--- src/sdram_defines.svh ---
`ifndef SDRAM_DEFINES_SVH
`define SDRAM_DEFINES_SVH

// geometry
`define SDRAM_ROW_W      13
`define SDRAM_COL_W      8
`define SDRAM_BANKS      4
`define SDRAM_BANK_W     2
`define SDRAM_DATA_W     32
`define SDRAM_ADDR_W     23
`define SDRAM_BURST_LEN  4

// timing in clock cycles, 3-3-3 part
`define SDRAM_T_RCD      3   // ACTIVATE on pins to READ/WRITE
`define SDRAM_T_RP       3   // PRECHARGE on pins to ACTIVATE
`define SDRAM_CAS_LAT    3   // READ on pins to first data word

// {cs, ras, cas, we}
`define SDRAM_CMD_NOP        4'b0111
`define SDRAM_CMD_ACTIVE     4'b0011
`define SDRAM_CMD_READ       4'b0101
`define SDRAM_CMD_WRITE      4'b0100
`define SDRAM_CMD_PRECHARGE  4'b0010

`endif

--- src/sdram_pkg.sv ---
package sdram_pkg;

    // pin order matches the command code bits
    typedef struct packed {
        logic cs;
        logic ras;
        logic cas;
        logic we;
    } sdram_pins_t;

    // one command word, seen as a code or as the four strobe pins
    typedef union packed {
        logic [3:0]  code;
        sdram_pins_t pins;
    } sdram_cmd_u;

    typedef enum logic [2:0] {
        ST_IDLE,
        ST_ACTIVATE,    // ACTIVATE waiting for grant
        ST_WAIT_ACT,
        ST_ACCESS,      // READ or WRITE waiting for grant
        ST_PRECHARGE,
        ST_WAIT_PRE,
        ST_READ_BURST
    } bank_state_e;

endpackage

--- src/sdram_req_decode.sv ---
`timescale 1ns/1ps
`include "sdram_defines.svh"

module sdram_req_decode (
    input  logic                                          clk,
    input  logic                                          rst,
    input  logic                                          in_valid,
    input  logic [`SDRAM_ADDR_W-1:0]                      user_addr,
    input  logic                                          rw,
    input  logic [`SDRAM_DATA_W-1:0]                      data_in,
    input  logic [`SDRAM_BANKS-1:0]                       rsp_valid,
    input  logic [`SDRAM_BANKS-1:0][`SDRAM_DATA_W-1:0]    rsp_data,
    output logic [`SDRAM_BANKS-1:0]                       req,
    output logic [`SDRAM_ROW_W-1:0]                       row,
    output logic [`SDRAM_COL_W-1:0]                       col,
    output logic                                          bank_rw,
    output logic [`SDRAM_DATA_W-1:0]                      wdata,
    output logic [`SDRAM_DATA_W-1:0]                      data_out,
    output logic                                          out_valid
);

    logic [`SDRAM_BANK_W-1:0] bank;
    logic [`SDRAM_DATA_W-1:0] rsp_sel;

    // interleaved map, bit 4 and bit 14 pick the bank so that
    // neighbouring lines land in different banks
    assign row  = {user_addr[22:15], user_addr[13:9]};
    assign bank = {user_addr[14], user_addr[4]};
    assign col  = {user_addr[8:5], user_addr[3:0]};

    assign bank_rw = rw;
    assign wdata   = data_in;

    // one-hot strobe into the addressed bank only
    assign req = in_valid ? (`SDRAM_BANKS'(1) << bank) : '0;

    always_comb begin
        rsp_sel = '0;
        for (int i = 0; i < `SDRAM_BANKS; i++) begin
            if (rsp_valid[i]) begin
                rsp_sel = rsp_data[i];
            end
        end
    end

    always_ff @(posedge clk or posedge rst) begin
        if (rst) begin
            out_valid <= 1'b0;
        end else begin
            out_valid <= |rsp_valid;
        end
    end

    always_ff @(posedge clk) begin
        if (|rsp_valid) begin
            data_out <= rsp_sel;   // held until the next response
        end
    end

    // banks never answer in the same cycle while one read is in flight
    assert property (@(posedge clk) disable iff (rst) $onehot0(rsp_valid))
        else $error("more than one bank response at once: %b", rsp_valid);

endmodule

--- src/sdram_bank.sv ---
`timescale 1ns/1ps
`include "sdram_defines.svh"

module sdram_bank #(
    parameter int bank_id = 0
) (
    input  logic                     clk,
    input  logic                     rst,
    input  logic                     req,
    input  logic [`SDRAM_ROW_W-1:0]  row,
    input  logic [`SDRAM_COL_W-1:0]  col,
    input  logic                     rw,
    input  logic [`SDRAM_DATA_W-1:0] wdata,
    input  logic                     grant,
    input  logic                     rd_word_valid,
    input  logic [`SDRAM_BANK_W-1:0] rd_bank,
    input  logic [`SDRAM_DATA_W-1:0] rd_data,
    input  logic                     rd_last,
    output logic                     busy,
    output logic                     cmd_req,
    output sdram_pkg::sdram_cmd_u    cmd,
    output logic [`SDRAM_ROW_W-1:0]  cmd_addr,
    output logic [`SDRAM_DATA_W-1:0] cmd_wdata,
    output logic                     is_read,
    output logic                     rsp_valid,
    output logic [`SDRAM_DATA_W-1:0] rsp_data
);

    localparam int tag_w = `SDRAM_ROW_W + `SDRAM_COL_W - 4;

    sdram_pkg::bank_state_e  state;
    logic [`SDRAM_ROW_W-1:0] row_q;
    logic [`SDRAM_COL_W-1:0] col_q;
    logic                    rw_q;
    logic                    open_flag;
    logic [`SDRAM_ROW_W-1:0] open_row;
    logic [3:0]              wait_cnt;
    logic                    first;
    logic [1:0]              burst_idx;
    logic                    line_valid;
    logic [tag_w-1:0]        line_tag;
    logic [`SDRAM_DATA_W-1:0] line [`SDRAM_BURST_LEN];
    logic                    hit;
    logic                    take;

    // tag is the row plus the line part of the column
    assign hit  = !rw && line_valid && (line_tag == {row, col[`SDRAM_COL_W-1:4]});
    assign take = (state == sdram_pkg::ST_READ_BURST) && rd_word_valid
                  && (rd_bank == `SDRAM_BANK_W'(bank_id));

    assign cmd_req = state inside {sdram_pkg::ST_ACTIVATE, sdram_pkg::ST_ACCESS,
                                   sdram_pkg::ST_PRECHARGE};
    assign is_read = (state == sdram_pkg::ST_ACCESS) && !rw_q;

    always_comb begin
        cmd.code = `SDRAM_CMD_NOP;
        cmd_addr = '0;   // a10 low, precharge this bank only
        case (state)
            sdram_pkg::ST_ACTIVATE: begin
                cmd.code = `SDRAM_CMD_ACTIVE;
                cmd_addr = row_q;
            end
            sdram_pkg::ST_ACCESS: begin
                cmd.code = rw_q ? `SDRAM_CMD_WRITE : `SDRAM_CMD_READ;
                cmd_addr = `SDRAM_ROW_W'(col_q[`SDRAM_COL_W-1:2]);   // word column
            end
            sdram_pkg::ST_PRECHARGE: cmd.code = `SDRAM_CMD_PRECHARGE;
            default: ;
        endcase
    end

    always_ff @(posedge clk or posedge rst) begin
        if (rst) begin
            state      <= sdram_pkg::ST_IDLE;
            busy       <= 1'b0;
            open_flag  <= 1'b0;
            line_valid <= 1'b0;
            rsp_valid  <= 1'b0;
            first      <= 1'b0;
            wait_cnt   <= '0;
        end else begin
            rsp_valid <= 1'b0;
            case (state)
                sdram_pkg::ST_IDLE: begin
                    if (req && hit) begin
                        rsp_valid <= 1'b1;   // served from the line
                    end else if (req) begin
                        busy <= 1'b1;
                        if (rw) line_valid <= 1'b0;   // line would go stale
                        if (!open_flag) state <= sdram_pkg::ST_ACTIVATE;
                        else if (open_row == row) state <= sdram_pkg::ST_ACCESS;
                        else state <= sdram_pkg::ST_PRECHARGE;
                    end
                end
                sdram_pkg::ST_ACTIVATE: begin
                    if (grant) begin
                        state     <= sdram_pkg::ST_WAIT_ACT;
                        wait_cnt  <= 4'(`SDRAM_T_RCD - 2);   // grant and pin cycles count
                        open_flag <= 1'b1;
                    end
                end
                sdram_pkg::ST_WAIT_ACT: begin
                    if (wait_cnt == '0) state <= sdram_pkg::ST_ACCESS;
                    else wait_cnt <= wait_cnt - 1'b1;
                end
                sdram_pkg::ST_PRECHARGE: begin
                    if (grant) begin
                        state     <= sdram_pkg::ST_WAIT_PRE;
                        wait_cnt  <= 4'(`SDRAM_T_RP - 2);
                        open_flag <= 1'b0;
                    end
                end
                sdram_pkg::ST_WAIT_PRE: begin
                    if (wait_cnt == '0) state <= sdram_pkg::ST_ACTIVATE;
                    else wait_cnt <= wait_cnt - 1'b1;
                end
                sdram_pkg::ST_ACCESS: begin
                    if (grant && rw_q) begin
                        state <= sdram_pkg::ST_IDLE;
                        busy  <= 1'b0;   // write data goes out with the command
                    end else if (grant) begin
                        state <= sdram_pkg::ST_READ_BURST;
                        first <= 1'b1;
                    end
                end
                sdram_pkg::ST_READ_BURST: begin
                    if (take) begin
                        first <= 1'b0;
                        if (first) rsp_valid <= 1'b1;   // requested word comes first
                        if (rd_last) begin
                            state      <= sdram_pkg::ST_IDLE;
                            busy       <= 1'b0;
                            line_valid <= 1'b1;
                        end
                    end
                end
                default: state <= sdram_pkg::ST_IDLE;
            endcase
        end
    end

    always_ff @(posedge clk) begin
        if (state == sdram_pkg::ST_IDLE && req) begin
            row_q     <= row;
            col_q     <= col;
            rw_q      <= rw;
            cmd_wdata <= wdata;
            rsp_data  <= line[col[3:2]];
        end
        if (state == sdram_pkg::ST_ACTIVATE && grant) open_row <= row_q;
        if (state == sdram_pkg::ST_ACCESS && grant) burst_idx <= col_q[3:2];
        if (take) begin
            line[burst_idx] <= rd_data;
            burst_idx       <= burst_idx + 1'b1;   // wraps within the line
            if (first) rsp_data <= rd_data;
            if (rd_last) line_tag <= {row_q, col_q[`SDRAM_COL_W-1:4]};
        end
    end

    // requester must watch bank_busy before pulsing in_valid
    assert property (@(posedge clk) disable iff (rst) req |-> !busy)
        else $error("request into busy bank %0d", bank_id);

endmodule

--- src/sdram_cmd_issue.sv ---
`timescale 1ns/1ps
`include "sdram_defines.svh"

module sdram_cmd_issue (
    input  logic                                       clk,
    input  logic                                       rst,
    input  logic [`SDRAM_BANKS-1:0]                    cmd_req,
    input  sdram_pkg::sdram_cmd_u [`SDRAM_BANKS-1:0]   cmd,
    input  logic [`SDRAM_BANKS-1:0][`SDRAM_ROW_W-1:0]  cmd_addr,
    input  logic [`SDRAM_BANKS-1:0][`SDRAM_DATA_W-1:0] cmd_wdata,
    input  logic [`SDRAM_BANKS-1:0]                    is_read,
    input  logic [`SDRAM_DATA_W-1:0]                   sdram_dqi,
    output logic [`SDRAM_BANKS-1:0]                    grant,
    output logic                                       sdram_cke,
    output logic                                       sdram_cs,
    output logic                                       sdram_ras,
    output logic                                       sdram_cas,
    output logic                                       sdram_we,
    output logic [`SDRAM_DATA_W/8-1:0]                 sdram_dqm,
    output logic [`SDRAM_BANK_W-1:0]                   sdram_ba,
    output logic [`SDRAM_ROW_W-1:0]                    sdram_a,
    output logic [`SDRAM_DATA_W-1:0]                   sdram_dqo,
    output logic                                       sdram_dq_en,
    output logic                                       rd_word_valid,
    output logic [`SDRAM_BANK_W-1:0]                   rd_bank,
    output logic [`SDRAM_DATA_W-1:0]                   rd_data,
    output logic                                       rd_last
);

    localparam int sr_len = `SDRAM_CAS_LAT + `SDRAM_BURST_LEN;
    // word slots of one burst, counted from the READ on the pins
    localparam logic [sr_len-1:0] burst_slots =
        sr_len'({`SDRAM_BURST_LEN{1'b1}}) << `SDRAM_CAS_LAT;

    logic [`SDRAM_BANKS-1:0] elig;
    logic [`SDRAM_BANKS-1:0] mask;
    logic [`SDRAM_BANKS-1:0] m_req;
    logic [`SDRAM_BANKS-1:0] um_pre;
    logic [`SDRAM_BANKS-1:0] m_pre;
    logic [`SDRAM_BANKS-1:0] above;
    logic [`SDRAM_BANK_W-1:0] gnt_idx;
    logic                    bus_busy;
    logic                    rd_go;
    logic                    wr_go;
    logic [sr_len-1:0]       sr_valid;
    logic [sr_len-1:0][`SDRAM_BANK_W-1:0] sr_bank;
    sdram_pkg::sdram_cmd_u   pin_cmd;

    assign bus_busy = |sr_valid;   // a burst still owns dq
    assign m_req    = elig & mask;

    // mask-based round robin, lowest eligible bank above the last grant wins
    always_comb begin
        um_pre = '0;
        m_pre  = '0;
        for (int i = 0; i < `SDRAM_BANKS; i++) begin
            elig[i] = cmd_req[i] && !(bus_busy
                      && (is_read[i] || cmd[i].code == `SDRAM_CMD_WRITE));
            if (i > 0) begin
                um_pre[i] = um_pre[i-1] | elig[i-1];
                m_pre[i]  = m_pre[i-1] | m_req[i-1];
            end
        end
        grant = (|m_req) ? (m_req & ~m_pre) : (elig & ~um_pre);
    end

    always_comb begin
        above   = '0;
        gnt_idx = '0;
        for (int i = 0; i < `SDRAM_BANKS; i++) begin
            if (i > 0) above[i] = above[i-1] | grant[i-1];
            if (grant[i]) gnt_idx = `SDRAM_BANK_W'(i);
        end
    end

    assign rd_go = |(grant & is_read);
    assign wr_go = (|grant) && (cmd[gnt_idx].code == `SDRAM_CMD_WRITE);

    always_ff @(posedge clk or posedge rst) begin
        if (rst) begin
            pin_cmd.code  <= `SDRAM_CMD_NOP;
            sdram_cke     <= 1'b0;
            sdram_dq_en   <= 1'b0;
            mask          <= '1;
            sr_valid      <= '0;
            rd_word_valid <= 1'b0;
            rd_last       <= 1'b0;
        end else begin
            sdram_cke <= 1'b1;
            if (|grant) pin_cmd <= cmd[gnt_idx];
            else pin_cmd.code <= `SDRAM_CMD_NOP;
            sdram_dq_en <= wr_go;   // data with the WRITE itself
            if (|grant) mask <= above;
            sr_valid <= rd_go ? ((sr_valid >> 1) | burst_slots) : (sr_valid >> 1);
            rd_word_valid <= sr_valid[0];
            rd_last       <= sr_valid[0] && !sr_valid[1];
        end
    end

    always_ff @(posedge clk) begin
        if (|grant) begin
            sdram_ba  <= gnt_idx;
            sdram_a   <= cmd_addr[gnt_idx];
            sdram_dqo <= cmd_wdata[gnt_idx];
        end
        sr_bank <= {`SDRAM_BANK_W'(0), sr_bank[sr_len-1:1]};
        if (rd_go) begin
            for (int k = `SDRAM_CAS_LAT; k < sr_len; k++) sr_bank[k] <= gnt_idx;
        end
        rd_data <= sdram_dqi;   // input register stage
        rd_bank <= sr_bank[0];
    end

    assign sdram_cs  = pin_cmd.pins.cs;
    assign sdram_ras = pin_cmd.pins.ras;
    assign sdram_cas = pin_cmd.pins.cas;
    assign sdram_we  = pin_cmd.pins.we;
    assign sdram_dqm = '0;   // no byte masking

    assert property (@(posedge clk) disable iff (rst) $onehot0(grant))
        else $error("grant not one-hot: %b", grant);

endmodule

--- src/sdram_ctrl.sv ---
`timescale 1ns/1ps
`include "sdram_defines.svh"

module sdram_ctrl (
    input  logic                      clk,
    input  logic                      rst,
    input  logic [`SDRAM_ADDR_W-1:0]  user_addr,
    input  logic                      rw,
    input  logic [`SDRAM_DATA_W-1:0]  data_in,
    input  logic                      in_valid,
    input  logic [`SDRAM_DATA_W-1:0]  sdram_dqi,
    output logic [`SDRAM_DATA_W-1:0]  data_out,
    output logic                      out_valid,
    output logic [`SDRAM_BANKS-1:0]   bank_busy,
    output logic                      sdram_cke,
    output logic                      sdram_cs,
    output logic                      sdram_ras,
    output logic                      sdram_cas,
    output logic                      sdram_we,
    output logic [`SDRAM_DATA_W/8-1:0] sdram_dqm,
    output logic [`SDRAM_BANK_W-1:0]  sdram_ba,
    output logic [`SDRAM_ROW_W-1:0]   sdram_a,
    output logic [`SDRAM_DATA_W-1:0]  sdram_dqo,
    output logic                      sdram_dq_en
);

    logic [`SDRAM_BANKS-1:0]                    req;
    logic [`SDRAM_ROW_W-1:0]                    row;
    logic [`SDRAM_COL_W-1:0]                    col;
    logic                                       bank_rw;
    logic [`SDRAM_DATA_W-1:0]                   wdata;
    logic [`SDRAM_BANKS-1:0]                    rsp_valid;
    logic [`SDRAM_BANKS-1:0][`SDRAM_DATA_W-1:0] rsp_data;
    logic [`SDRAM_BANKS-1:0]                    cmd_req;
    sdram_pkg::sdram_cmd_u [`SDRAM_BANKS-1:0]   bank_cmd;
    logic [`SDRAM_BANKS-1:0][`SDRAM_ROW_W-1:0]  cmd_addr;
    logic [`SDRAM_BANKS-1:0][`SDRAM_DATA_W-1:0] cmd_wdata;
    logic [`SDRAM_BANKS-1:0]                    is_read;
    logic [`SDRAM_BANKS-1:0]                    grant;
    logic                                       rd_word_valid;
    logic [`SDRAM_BANK_W-1:0]                   rd_bank;
    logic [`SDRAM_DATA_W-1:0]                   rd_data;
    logic                                       rd_last;

    sdram_req_decode u_decode (
        .clk(clk), .rst(rst), .in_valid(in_valid), .user_addr(user_addr),
        .rw(rw), .data_in(data_in), .rsp_valid(rsp_valid), .rsp_data(rsp_data),
        .req(req), .row(row), .col(col), .bank_rw(bank_rw), .wdata(wdata),
        .data_out(data_out), .out_valid(out_valid)
    );

    for (genvar i = 0; i < `SDRAM_BANKS; i++) begin : g_bank
        sdram_bank #(.bank_id(i)) u_bank (
            .clk(clk), .rst(rst), .req(req[i]), .row(row), .col(col), .rw(bank_rw),
            .wdata(wdata), .grant(grant[i]), .rd_word_valid(rd_word_valid),
            .rd_bank(rd_bank), .rd_data(rd_data), .rd_last(rd_last),
            .busy(bank_busy[i]), .cmd_req(cmd_req[i]), .cmd(bank_cmd[i]),
            .cmd_addr(cmd_addr[i]), .cmd_wdata(cmd_wdata[i]), .is_read(is_read[i]),
            .rsp_valid(rsp_valid[i]), .rsp_data(rsp_data[i])
        );
    end

    sdram_cmd_issue u_issue (
        .clk(clk), .rst(rst), .cmd_req(cmd_req), .cmd(bank_cmd), .cmd_addr(cmd_addr),
        .cmd_wdata(cmd_wdata), .is_read(is_read), .sdram_dqi(sdram_dqi), .grant(grant),
        .sdram_cke(sdram_cke), .sdram_cs(sdram_cs), .sdram_ras(sdram_ras),
        .sdram_cas(sdram_cas), .sdram_we(sdram_we), .sdram_dqm(sdram_dqm),
        .sdram_ba(sdram_ba), .sdram_a(sdram_a), .sdram_dqo(sdram_dqo),
        .sdram_dq_en(sdram_dq_en), .rd_word_valid(rd_word_valid), .rd_bank(rd_bank),
        .rd_data(rd_data), .rd_last(rd_last)
    );

endmodule

--- config.mk ---
export PLATFORM = sky130hd
export DESIGN_NAME = sdram_ctrl
export DESIGN_NICKNAME = d
export VERILOG_FILES = /design/src/sdram_pkg.sv /design/src/sdram_req_decode.sv /design/src/sdram_bank.sv /design/src/sdram_cmd_issue.sv /design/src/sdram_ctrl.sv
export VERILOG_INCLUDE_DIRS = /design/src
export SDC_FILE = /design/constraint.sdc
export NUM_CORES = 1
export LEC_CHECK = 0
export BUFFER_PORTS_ARGS = -buffer_cell sky130_fd_sc_hd__clkbuf_2
export CAP_MARGIN = 20
export CORE_MARGIN = 4
export CORE_UTILIZATION = 64
export CTS_BUF_LIST = sky130_fd_sc_hd__clkbuf_8
export CTS_CLUSTER_DIAMETER = 40
export CTS_CLUSTER_SIZE = 16
export DETAILED_ROUTE_END_ITERATION = 6
export PLACE_DENSITY = 0.79
export SYNTH_ARGS = -nofsm -noshare
export SYNTH_HDL_FRONTEND = slang
export SYNTH_SLANG_ARGS = --single-unit
--- constraint.sdc ---
create_clock -name clk -period 4.6 [get_ports clk]
set_clock_uncertainty 0.2 [all_clocks]
set_input_delay 0.46 -clock clk [delete_from_list [all_inputs] [get_ports clk]]
set_output_delay 0.46 -clock clk [all_outputs]
set_load 0.005 [all_outputs]
==> impl_metrics.py <==
metrics = {
    "pwr": {
        "leakagePower_nw": 18.4,
        "p_total_mw": 28.4,
        "max-vdd-ir-drop_uv": 613,
        "powerDensity_mw_per_mm2": 553,
    },
    "critical_path": {
        "cp_max_fo": 40,
        "cp_data_required_time_ns": 4.91,
        "worstSetupStartpointType": "flip-flop",
        "end_kind": "flip-flop",
        "critPathKind": "flip-flop to flip-flop",
        "cp.arrival_ns": 4.23,
    },
    "yosys": {
        "synth-edff-count": 927,
        "avgSynthCellArea_sq_um": 15.6,
        "synth_cell_types": 83,
        "synth-seq-cells": 1170,
        "syn_area_sq_mm": 0.0456,
        "ys_warn_count": 0,
        "ys_seq_area_frac": 0.725,
        "synth_cells": 2915,
        "async_flop_share": 0.0573,
        "synthFlopType": "edfxtp_1",
    },
    "drt": {
        "wire_per_inst_um": 24.8,
        "vias_per_cell": 6.20,
        "drtIter0Drc": 2919,
        "via_count": 26421,
        "ant_nets": 0,
        "drt_pre_antenna_iters": 6,
        "drc": 0,
        "wirelength_mm": 106,
    },
    "layout": {
        "final_cells": 4259,
        "final_cell_mix": "edfxtp_1 (927), nor2_1 (279), a21oi_1 (260), mux2i_1 (180), dfxtp_1 (176)",
        "nNetsFinal": 3315,
        "layout_commonest_cell": "edfxtp_1",
        "drive_gt1_frac": 0.195,
        "area_growth_pct": 12.9,
    },
    "place": {
        "dp.final_hpwl_mm": 62.6,
        "numPlacedInstances": 3923,
        "port_buffers": 177,
        "place_congestion": 0.877,
    },
    "clock_network": {
        "numCtsBuffers": 134,
        "clock_sinks": 1170,
        "ctsResizeCount": 0,
        "cts_root_buffer": "clkbuf_8",
        "cts_tree": "built",
        "clk_pin_slew_ns": 0.07,
        "clockBufferDepth": 3,
        "htreeDepth": 4,
        "clkLatencyLatePin_ns": 0.80,
    },
    "grt": {
        "antenna_found_initial": 5,
        "grt_max_degree": 74,
        "grt_first_pass_wirelength_mm": 160,
        "grt_overflow": 0,
        "grt_usage": 0.283,
        "first_global_vias": 27053,
    },
    "sta": {
        "tightest_slew_ns": 1.13,
        "setup_tns_ns": 0,
        "max_freq_mhz": 255,
        "report.final.hold_viol_count": 0,
        "rsz0062_at_grt": "no",
        "holdWs_ns": 0.0874,
        "max_slew_margin": 0.244,
        "period_share": 0.852,
        "finalSetupViolCount": 0,
        "slew_viol_final": 0,
        "min_period_ns": 3.92,
    },
    "floorplanning": {
        "dieArea_sq_mm": 0.0755,
        "pin_count": 185,
        "core-area_sq_mm": 0.0703,
        "die_h_um": 275,
        "row_count": 97,
        "chipWidth_um": 275,
        "start_util": 0.648,
    },
    "run_status": {
        "status": "completed",
    },
    "worst_hold_path": {
        "min_path_type": "input port to flip-flop",
    },
    "job": {
        "maxCapViolations": 0,
    },
}
final timing paths:
kind,from,endpoint,slack (ns),cells after the start
setup / recovery,g_bank[0].u_bank.state[2],u_issue.sdram_dqo[9],0.68,9
min in group asynchronous,rst,g_bank[1].u_bank.first,0.21,3
hold / removal,user_addr[3],g_bank[3].u_bank.col_q[3],0.09,1
hold reg to reg,u_issue.sr_bank[0],u_issue.rd_bank[0],0.13,0
max in group asynchronous,rst,g_bank[3].u_bank.rsp_valid,3.04,4
setup reg to reg,g_bank[0].u_bank.state[2],u_issue.sdram_dqo[9],0.68,9
state kept, by name, summed over array words and instances (netlist names), 16 cells and up:
name / flops
g_bank.u_bank.open_row: 52
g_bank.u_bank.cmd_wdata: 128
g_bank.u_bank.line_tag: 68
g_bank.u_bank.row_q: 52
u_decode.data_out: 32
g_bank.u_bank.rsp_data: 128
g_bank.u_bank.line: 512
g_bank.u_bank.col_q: 24
g_bank.u_bank.wait_cnt: 16
u_issue.sdram_dqo: 32
u_issue.rd_data: 32
repair_timing:
action	4_1_cts	5_1_grt
hold buffers	81	0
hold endpoints to repair	258	0
buffers inserted	0	0
cell usage after synthesis, drive strengths merged (4+ instances only):
library cell / number / area share
o31a: 5 / 0.00096
and2: 24 / 0.0033
nor2b: 12 / 0.0016
nor3b: 4 / 0.00066
o22ai: 34 / 0.0047
nand4: 18 / 0.0025
xor2: 81 / 0.016
ha: 20 / 0.0055
clkbuf: 120 / 0.0099
dfrtp: 60 / 0.033
mux2: 14 / 0.0035
xnor2: 48 / 0.0092
mux4: 128 / 0.063
nor3: 26 / 0.0032
edfxtp: 927 / 0.61
inv: 44 / 0.0036
a221oi: 8 / 0.0015
nor2: 282 / 0.023
a21o: 8 / 0.0013
a31oi: 6 / 0.00082
nand3: 39 / 0.0043
nor4: 22 / 0.0030
o31ai: 7 / 0.0015
nand3b: 7 / 0.0014
a22oi: 10 / 0.0018
a22o: 5 / 0.00096
dfxtp: 176 / 0.077
mux2i: 180 / 0.040
and3b: 4 / 0.00077
nand2b: 12 / 0.0016
nand2: 133 / 0.011
o21a: 4 / 0.00066
or3: 8 / 0.0011
a21boi: 4 / 0.00066
a21oi: 260 / 0.029
buf: 45 / 0.0048
or4: 6 / 0.0011
a32oi: 6 / 0.0012
o21ai: 63 / 0.0070
dfstp: 7 / 0.0040
or2: 6 / 0.00082
through the flow:
stage / setup slack (ns) / instance area (sq um) / util
after detailed placement: 0.741 / 47600 / 0.677
after global routing: 0.466 / 51400 / 0.732
after global placement: 0.814 / 47500 / 0.676
after floorplan: 0.498 / 45600 / -
after CTS: 0.720 / 51300 / 0.731
final: 0.683 / 51400 / 0.732
layer usage:
layer,global-route usage,routed length (um),vias to the layer above
met2,0.455,51500,1334
met5,0,0,-
met1,0.394,41500,13246
met3,0.0552,9510,212
met4,0.103,3240,0
li1,-,-,11629
worst max-delay path, stage by stage (launching register included):
cell and delay [ns]:
dfrtp_1 0.57, xnor2_1 0.49, o32ai_4 0.25, a22oi_2 0.34
nor4b_4 0.29, buf_4 0.49, nor2_2 0.10, inv_2 0.46
buf_4 0.34, o22ai_1 0.10
where the power goes:
group	leakage [nW]	total (mW)	internal [mW]	switching (mW)
logic	6.23	6.81	2.54	4.27
clock network	1.52	7.55	3.66	3.89
registers	10.7	14.1	13.1	0.915
total	18.4	28.4	19.3	9.08
kinds of logic (layout without fill, tap and decap cells):
family,count (synthesis),in the layout,synth area share
AOI/OAI and AO/OA,451,451,0.0582
xor gates and xnor gates,129,129,0.0248
adders and majority gates,20,20,0.00549
buffers and inverters,209,605,0.0183
DFF,1170,1170,0.725
muxes,322,322,0.106
other,2,10,0.000165
and+or+nand+nor,612,612,0.0615
cell type report:
class / count / area, sq um
clock buffer: 143 / 1970
inverter: 44 / 165
fill: 4242 / 18800
timing repair buffer: 314 / 2310
antenna: 4 / 10.0
clock inverter: 104 / 957
tap: 940 / 1180
sequential: 1170 / 33000
multi-input combinational: 1540 / 11800
No activity file was read; power rests on OpenSTA's default activity.
